===== src/hw/gfx_defs.svh =====
`ifndef GFX_DEFS_SVH
`define GFX_DEFS_SVH

// code RAM, 4096 words of 16 bits
`define GFX_VRAM_AW 12

// column RAM, 1024 bytes
// bytes 0..31 hold sprite y, 512..543 hold column scroll
`define GFX_YRAM_AW 10

// visible pixels per line
`define GFX_LINE_W 256

// sprites scanned per line
`define GFX_OBJ_N 32

// config byte 1 after reset
`define GFX_CFG1_RST 8'd9

`endif


===== src/hw/gfx_cpu_pkg.sv =====
package gfx_cpu_pkg;

    // one access per select cycle
    typedef struct packed {
        logic        rnw;
        logic [12:0] addr;
        logic [7:0]  dout;
    } cpu_bus_t;

    // vctrl_cs space split by addr 9:8
    typedef enum logic [1:0] {
        rgn_col0,
        rgn_col1,
        rgn_col2,
        rgn_cfg
    } vctrl_region_e;

    // decoded config bits
    typedef struct packed {
        logic flip;
        logic video_en;
        logic tm_page;
    } gfx_cfg_t;

endpackage


===== src/hw/gfx_cfg_regs.sv =====
`timescale 1ns/1ps
`include "gfx_defs.svh"

module gfx_cfg_regs (
    input  logic                  clk,
    input  logic                  rst,
    input  gfx_cpu_pkg::cpu_bus_t bus,
    input  logic                  vctrl_cs,
    output logic                  yram_cs,
    output logic                  yram_we,
    output gfx_cpu_pkg::gfx_cfg_t cfg
);

    gfx_cpu_pkg::vctrl_region_e region;
    logic                       cfg_we;
    logic [7:0]                 cfg_mem [4];

    // top quarter of the space is config, the rest column RAM
    assign region  = gfx_cpu_pkg::vctrl_region_e'(bus.addr[9:8]);
    assign yram_cs = vctrl_cs && (region != gfx_cpu_pkg::rgn_cfg);
    assign yram_we = yram_cs && !bus.rnw;
    assign cfg_we  = vctrl_cs && (region == gfx_cpu_pkg::rgn_cfg) && !bus.rnw;

    always_ff @(posedge clk or posedge rst) begin
        if (rst) begin
            cfg_mem[0] <= 8'd0;
            cfg_mem[1] <= `GFX_CFG1_RST;
            cfg_mem[2] <= 8'd0;
            cfg_mem[3] <= 8'd0;
        end else if (cfg_we) begin
            cfg_mem[bus.addr[1:0]] <= bus.dout;
        end
    end

    // byte 0: flip on bit 6, video enable on bit 4
    // byte 1: tilemap page on bit 6
    // bytes 2 and 3 are kept but drive nothing here
    assign cfg = '{
        flip:     cfg_mem[0][6],
        video_en: cfg_mem[0][4],
        tm_page:  cfg_mem[1][6]
    };

    // config writes must never leak into the column RAM
    a_region_excl: assert property (
        @(posedge clk) disable iff (rst)
        cfg_we |-> !yram_we && !yram_cs
    );

endmodule


===== config.mk =====
export PLATFORM = sky130hd
export DESIGN_NAME = gfx_cfg_regs
export DESIGN_NICKNAME = d
export VERILOG_FILES = /design/src/hw/gfx_cpu_pkg.sv /design/src/hw/gfx_cfg_regs.sv
export VERILOG_INCLUDE_DIRS = /design/src /design/src/hw
export SDC_FILE = /design/constraint.sdc
export NUM_CORES = 1
export LEC_CHECK = 0
export BUFFER_PORTS_ARGS = -buffer_cell sky130_fd_sc_hd__clkbuf_2
export CAP_MARGIN = 20
export CELL_PAD_IN_SITES_DETAIL_PLACEMENT = 1
export CELL_PAD_IN_SITES_GLOBAL_PLACEMENT = 1
export CORE_AREA = 3 3 40 42
export CTS_CLUSTER_SIZE = 8
export DETAILED_ROUTE_END_ITERATION = 8
export DIE_AREA = 0 0 43 45
export PLACE_DENSITY = 0.71
export SYNTH_ARGS = -nofsm -noshare
export SYNTH_HDL_FRONTEND = slang
export SYNTH_SLANG_ARGS = --single-unit

===== constraint.sdc =====
create_clock -name clk -period 1.65 [get_ports clk]
set_input_delay 0.165 -clock clk [delete_from_list [all_inputs] [get_ports clk]]
set_output_delay 0.165 -clock clk [all_outputs]
set_load 0.1 [all_outputs]

==> results of run 1 <==
## placed cells by master, fill, tap and decap left out
master and instances:
mux2_2 1, and2b_2 2, dlygate4sd3_1 1, clkbuf_1 1
nand4_1 1, and2_4 1, buf_12 1, dfrtp_1 3
clkbuf_2 13, inv_1 1, clkbuf_4 3, nor2_2 1
mux2_1 2, nand4b_2 1
## routing by layer
metal,part of all wire,global-route usage
met1,0.46,0.06780
met5,0,0
met3,0.19,0.03984
met4,0.045,0.09036
met2,0.30,0.07186
## report_power, final
part           switching (mW)  internal (mW)
registers             0.00678         0.0884
clock network          0.0381         0.0906
logic                   0.150         0.0377
## worst max path at each step
stage	from	end	slack, ns	depth (start not counted)
2_1_floorplan	bus[16]	yram_we	0.08	3
3_3_place_gp	bus[16]	yram_cs	0.42	4
3_5_place_dp	bus[16]	yram_cs	0.41	4
4_1_cts	bus[16]	yram_cs	0.41	4
5_1_grt	bus[16]	yram_cs	0.38	4
6_report	bus[16]	yram_cs	0.42	4
## cell usage after synthesis, drive strengths merged
master,number
dfrtp,3
inv,1
nand4,1
mux2,3
and2,1
nand4b,1
and2b,2
nor2,1
## kinds of logic after synthesis
kind of cell / Yosys count / synth area share
buffers and inverters: 1 / 0.02271
DFF: 3 / 0.4545
muxes: 3 / 0.2045
and+or+nand+nor: 6 / 0.3182
## area by class of cell
type / count / area share
inverter: 1 / 0.01224
multi-input combinational: 9 / 0.2857
sequential: 3 / 0.2449
clock buffer: 4 / 0.08571
tap: 15 / 0.06122
timing repair buffer: 15 / 0.3102
## metrics by stage
step,instance area [µm²],setup slack (ns),instances
2_1_floorplan,166.4,0.08403,13
3_3_place_gp,270.3,0.4221,42
3_5_place_dp,270.3,0.4110,42
4_1_cts,306.5,0.4095,47
5_1_grt,306.5,0.3762,47
6_report,306.5,0.4156,47
==> results.md, run 1 <==
* Post-DP HPWL at slightly above 400 µm
* Post-synth top area share at 0.4545
* Footprint of the multi-input gates at around 90 µm²
* Pwr per Cell Area at 1343 mW/mm²
* Post-synth top area cell: dfrtp_1
* Relative slew slack at 0.6378
* First-pass GRT wire length at 786 µm
* Number of buffer and inverter stages on the critical path at 2
* Yosys reg bits at 3
* CTS clk-pin slew, worst paths at ~0.040 ns
* Worst path required time at around 1.5 ns
* Die area at 0.001935 mm²
* Max cap viols at 0
* Layout cells sized above 1 at 0.7188
* Post-CTS Setup Repair Bufs at 0
* Mapped Area at ~170 µm²
* Die H at between 40 and 50 µm
* IO Port Bufs at 14
* Total number of vias at about 170
* Slew @ Worst Pin at about 0.55 ns
* Unrepaired setup endpoints after global routing: false
* Arrival time worst endpoint at 1.07 ns
* Core area at between 0.001 and 0.0015 mm²
* Rows at 13
* Syn nets at 38
* Min-Delay Path Class: in -> reg
* Maximum clock path buffer count at 2
* CTS hold repair buffers at 1
* Routed WL per cell at 9.915 µm
* Top Ports at 30
* Min-delay src: bus[6]
* Vias in the first global route at around 190
* Final Skew at 0 ns
* Cell family with most CP delay: buffers and inverters
* Final Cycle Share at 0.7481
* Top cells by area, synth: dfrtp_1 45%, mux2_1 14%, nand4b_2 9.1%
* Crit Path Class: in -> out
* Crit-path max FO at 3
* GRT Util Overall at 0.06422
* Filler Cell Count at 160
* Seq. cell area at between 70 and 80 µm²
* Reg2reg path depth at 1
* Routability cong. at 0.6818
* Crit start category: primary input
* Reg-to-reg slack, setup at 0.87 ns
* DR DRC count at 0
* Total negative slack at 0 ns
* H-tree depth at 1
* Flip-flop count of the largest register after layout at 3
* RR Startpoint: cfg[2]$_DFFE_PP0P_
* Initial core utilization at 0.1285
* Clock Sinks at 3
* Critical Path, Cell by Cell: clkbuf_2 -> and2_4 -> and2b_2 -> clkbuf_2
* CTS root buffer: clkbuf_4
* CP dominant cell by count: clkbuf_2
* Worst vdd ir at roughly 0.21 mV
* Vias/cell at approximately 3.7
* Total power at 0.4118 mW
* Initial antenna violation count at 0
* Hold Path End: cfg[2]$_DFFE_PP0P_
* CTS tree: done
* Post-CTS sizing at 0
* CTS Buf Count at 3
* Mean Syn Cell Area at between 10 and 15 µm²
* Reg2reg end: cfg[2]$_DFFE_PP0P_
* Minimum clock period at 1.234 ns
* Leakage at about 0.17 nW
* Final Hold Fails at 0
* Final Util at 0.2386
* Slowest stage cell, crit path: clkbuf_2
* Hold Crit Depth at 2
* Outcome: finished, final reports clean
* Slowest stage delay, CP at ~0.45 ns
* Pin count of the biggest net entering global routing at 4
* Ys Warns at 0
* Library cells used by synthesis at 10
* Final setup fails at 0
* Initial DRC count at 1
* Number of antenna repair diodes at 0
* Worst-skew pair later-pin latency at 0.23 ns
* Critical Path End Type: output port
* Nets@finish at 58
* Max frequency at approximately 0.81 GHz
* GR Overflow Total at 0
* Die width at about 43 µm
* Register area share after synthesis at 0.4545
* Final Max Tran Viols at 0
* ANT nets after route at 0
* Routed wire length at approximately 470 µm
* Mapped Cells at 13
* Drt pass-1 iters at 2
* P&R area growth vs syn at 85.61%
* Hold slack at between 0.15 and 0.2 ns
No activity file was read; power rests on OpenSTA's default activity.
==> inputs of run 2 (changes only) <==
- ABC_AREA: unset -> 1
- CORE_AREA: 3 3 40 42 -> unset
- CORE_MARGIN: unset -> 3
- CORE_UTILIZATION: unset -> 13
- DIE_AREA: 0 0 43 45 -> unset
- PLACE_DENSITY: 0.71 -> 0.73
- clock period: 1.65 -> 1.1 ns (I/O delays scaled with it)
==> results.md, run 2 <==
* Top cells by area, synth: dfrtp_1 38%, nand2_1 11%, nor2_4 11%
* Max frequency at around 1.1 GHz
* Most common flop cell mapped by yosys: dfrtp_1
* Die area at 0.002036 mm² (+5.2%)
* Register area share after synthesis at 0.3774 (-0.07719)
* Minimum clock period at roughly 0.94 ns
* First-pass GRT wire length at 883 µm (+12%)
* GR Overflow Total at 0 (unchanged)
* DP Area at 371.6 µm² (+37%)
* Async SR Flop Fraction at 1.000 (unchanged)
* P&R area growth vs syn at 105.0%
* Ys Warns at 0 (unchanged)
* Critical Path End Type: output port
* Hold Crit Depth at 3 (+1)
* Mapped Area at 198.9 µm² (+20%)
* Die H at 45.12 µm (+0.27%)
* CTS Buf Count at 3 (unchanged)
* Final Cell Area at 407.9 µm² (+33%)
* Number of flops mapped to enable cells by yosys at 0 (unchanged)
* Most frequent cell after synthesis: nand2_1
* Final Hold Fails at 0 (unchanged)
* Outcome: finished, final reports clean
* Maximum clock path buffer count at 2 (unchanged)
* Initial DRC count at 4 (+3)
* Library cells used by synthesis at 10 (unchanged)
* ANT nets after route at 0 (unchanged)
* Seq. cell area at 78.83 µm² (+5.0%)
* CTS tree: done
* CTS clk-pin slew, worst paths at 0.04 ns (about the same)
* Yosys reg bits at 3 (unchanged)
* Post-DP HPWL at 459.3 µm (+13%)
* Combinational power share at 0.506 (+0.050)
* Reg power frac at 0.224 (-0.007)
* Slowest stage delay, CP at 0.42 ns (-0.03 ns)
* Final Cycle Share at 0.8506
* Top Ports at 30 (unchanged)
* Mapped Cells at 27 (+14)
* Slew @ Worst Pin at 0.1552 ns (-0.3905 ns)
* Worst vdd ir at 0.4307 mV (+100%)
* Crit Path Class: reg -> out
* Cell family with most CP delay: flip-flops
* Top cell types by occurrence after synthesis: 6 x nand2_1, 4 x nand3_1, 3 x dfrtp_1, 3 x inv_1, 3 x nor2_1
* Flip-flop count of the largest register after layout at 3 (unchanged)
* Routed WL per cell at 8.607 µm (-13%)
* Layout cells sized above 1 at 0.6522 (-0.06658)
* Clock power frac at 0.270 (-0.043)
* Filler Cell Count at 174 (+8.8%)
* Reg-to-reg slack, setup at 0.44 ns (-0.43 ns)
* Pwr per Cell Area at 1745 mW/mm² (+30%)
* RR Startpoint: cfg[0]$_DFFE_PP0P_
* Worst path required time at 0.99 ns (-0.49 ns)
* Arrival time worst endpoint at 0.83 ns (-0.24 ns)
* GRT Util Overall at 0.06107 (-0.003145)
* Initial core utilization at 0.1456 (+0.01708)
* Max cap viols at 0 (unchanged)
* Critical Path, Cell by Cell: buf_12
* Post-placement cell count at 56 (+33%)
* Pin count of the biggest net entering global routing at 5 (+1)
* H-tree depth at 1 (unchanged)
* Int Power at 0.3967 mW (+83%)
* Routed wire length at 525 µm (+13%)
* Die width at 45.12 µm (+4.9%)
* Unrepaired setup endpoints after global routing: false
* Post-synth top area share at 0.3774 (-0.07719)
* Non-filler instance count after layout at 61 (+30%)
* CTS root buffer: clkbuf_4
* Vias/cell at 3.803 (+2.7%)
* Clock Sinks at 3 (unchanged)
* Reg2reg path depth at 2 (+1)
* Syn nets at 52 (+37%)
* Worst-skew pair later-pin latency at 0.23 ns (about the same)
* Hold Path End: cfg[1]$_DFFE_PP0P_
* P_sw at 0.3150 mW (+61%)
* Min-Delay Path Class: in -> reg
* Final Util at 0.2985 (+0.05998)
* Routability cong. at 0.6156 (-9.7%)
* Mean Syn Cell Area at 7.368 µm² (-42%)
* Reg2reg end: cfg[0]$_DFFE_PP0P_
* CTS hold repair buffers at 1 (unchanged)
* Initial antenna violation count at 0 (unchanged)
* Rows at 13 (unchanged)
* IO Port Bufs at 14 (unchanged)
* Final Max Tran Viols at 0 (unchanged)
* Number of buffer and inverter stages on the critical path at 1 (-1)
* Final Skew at 0 ns (unchanged)
* Most frequent cells in the layout: 9 x clkbuf_2, 6 x nand2_1, 5 x buf_12
* Leakage at 0.2038 nW (+18%)
* Switching Fraction at 0.4426 (-0.03117)
* Slowest stage cell, crit path: dfrtp_2
* Drt pass-1 iters at 2 (unchanged)
* Post-synth top area cell: dfrtp_1
* DR DRC count at 0 (unchanged)
* Post-CTS sizing at 0 (unchanged)
* Crit-path max FO at 2 (-1)
* Post-CTS Setup Repair Bufs at 0 (unchanged)
* Total number of vias at 232 (+33%)
* Final setup fails at 0 (unchanged)
* Min-delay src: bus[4]
* Number of antenna repair diodes at 0 (unchanged)
* Footprint of the multi-input gates at 110.1 µm² (+26%)
* Vias in the first global route at 247 (+34%)
* Relative slew slack at 0.8964 (+0.2587)
* Commonest non-fill, non-tap cell in the layout: clkbuf_2
* Nets@finish at 72 (+24%)
* Crit start category: register
* Core area at 0.001366 mm² (+6.3%)
-- run 2: area by class of cell --
type	instances	area share
repair buffers	15	0.3804
multi-input cells	19	0.2699
flip-flops and latches	3	0.1933
clock buffers	4	0.06442
inverters	5	0.04601
well taps	15	0.04601
-- run 2: kinds of logic (layout without fill, tap and decap cells) --
group | Yosys count | after routing | synth area share
flops | 3 | 3 | 0.3773
simple gates | 19 | 19 | 0.5283
buf+inv | 5 | 24 | 0.09435
-- run 2: per-layer routing --
layer	wire length, µm	track usage	vias up
met5	0	0	-
met4	0	0.05263	0
met3	39	0.02789	0
met2	279	0.09605	8
met1	206	0.05995	106
li1	-	-	118
-- run 2: power by group through the flow --
stage	Combinational (mW)	Clock (mW)	Sequential, mW
2_1_floorplan	0.0725	0	0.298
3_3_place_gp	0.357	0	0.160
3_5_place_dp	0.360	0	0.161
4_1_cts	0.363	0.199	0.160
5_1_grt	0.373	0.210	0.162
6_report	0.360	0.192	0.159
-- run 2: how the worst max path moves through the flow --
| stage | from | end | slack, ns | depth (start not counted) |
|---|---|---|---|---|
| 2_1_floorplan | bus[16] | yram_cs | -0.05 | 3 |
| 3_3_place_gp | bus[21] | yram_we | 0.31 | 5 |
| 3_5_place_dp | bus[21] | yram_we | 0.30 | 5 |
| 4_1_cts | cfg[0]$_DFFE_PP0P_ | cfg[0] | 0.16 | 1 |
| 5_1_grt | cfg[0]$_DFFE_PP0P_ | cfg[0] | 0.15 | 1 |
| 6_report | cfg[0]$_DFFE_PP0P_ | cfg[0] | 0.16 | 1 |
-- run 2: through the flow --
step / hold slack, ns / setup WS [ns] / total power, mW / setup TNS, ns
finish: 0.1179 / 0.1644 / 0.7116 / 0
global route: 0.1149 / 0.1466 / 0.7445 / 0
CTS: 0.1168 / 0.1581 / 0.7226 / 0
detailed placement: -0.03331 / 0.3018 / 0.5206 / 0
global placement: -0.03731 / 0.3055 / 0.5175 / 0
floorplan: -0.1363 / -0.04963 / 0.3706 / -0.09926
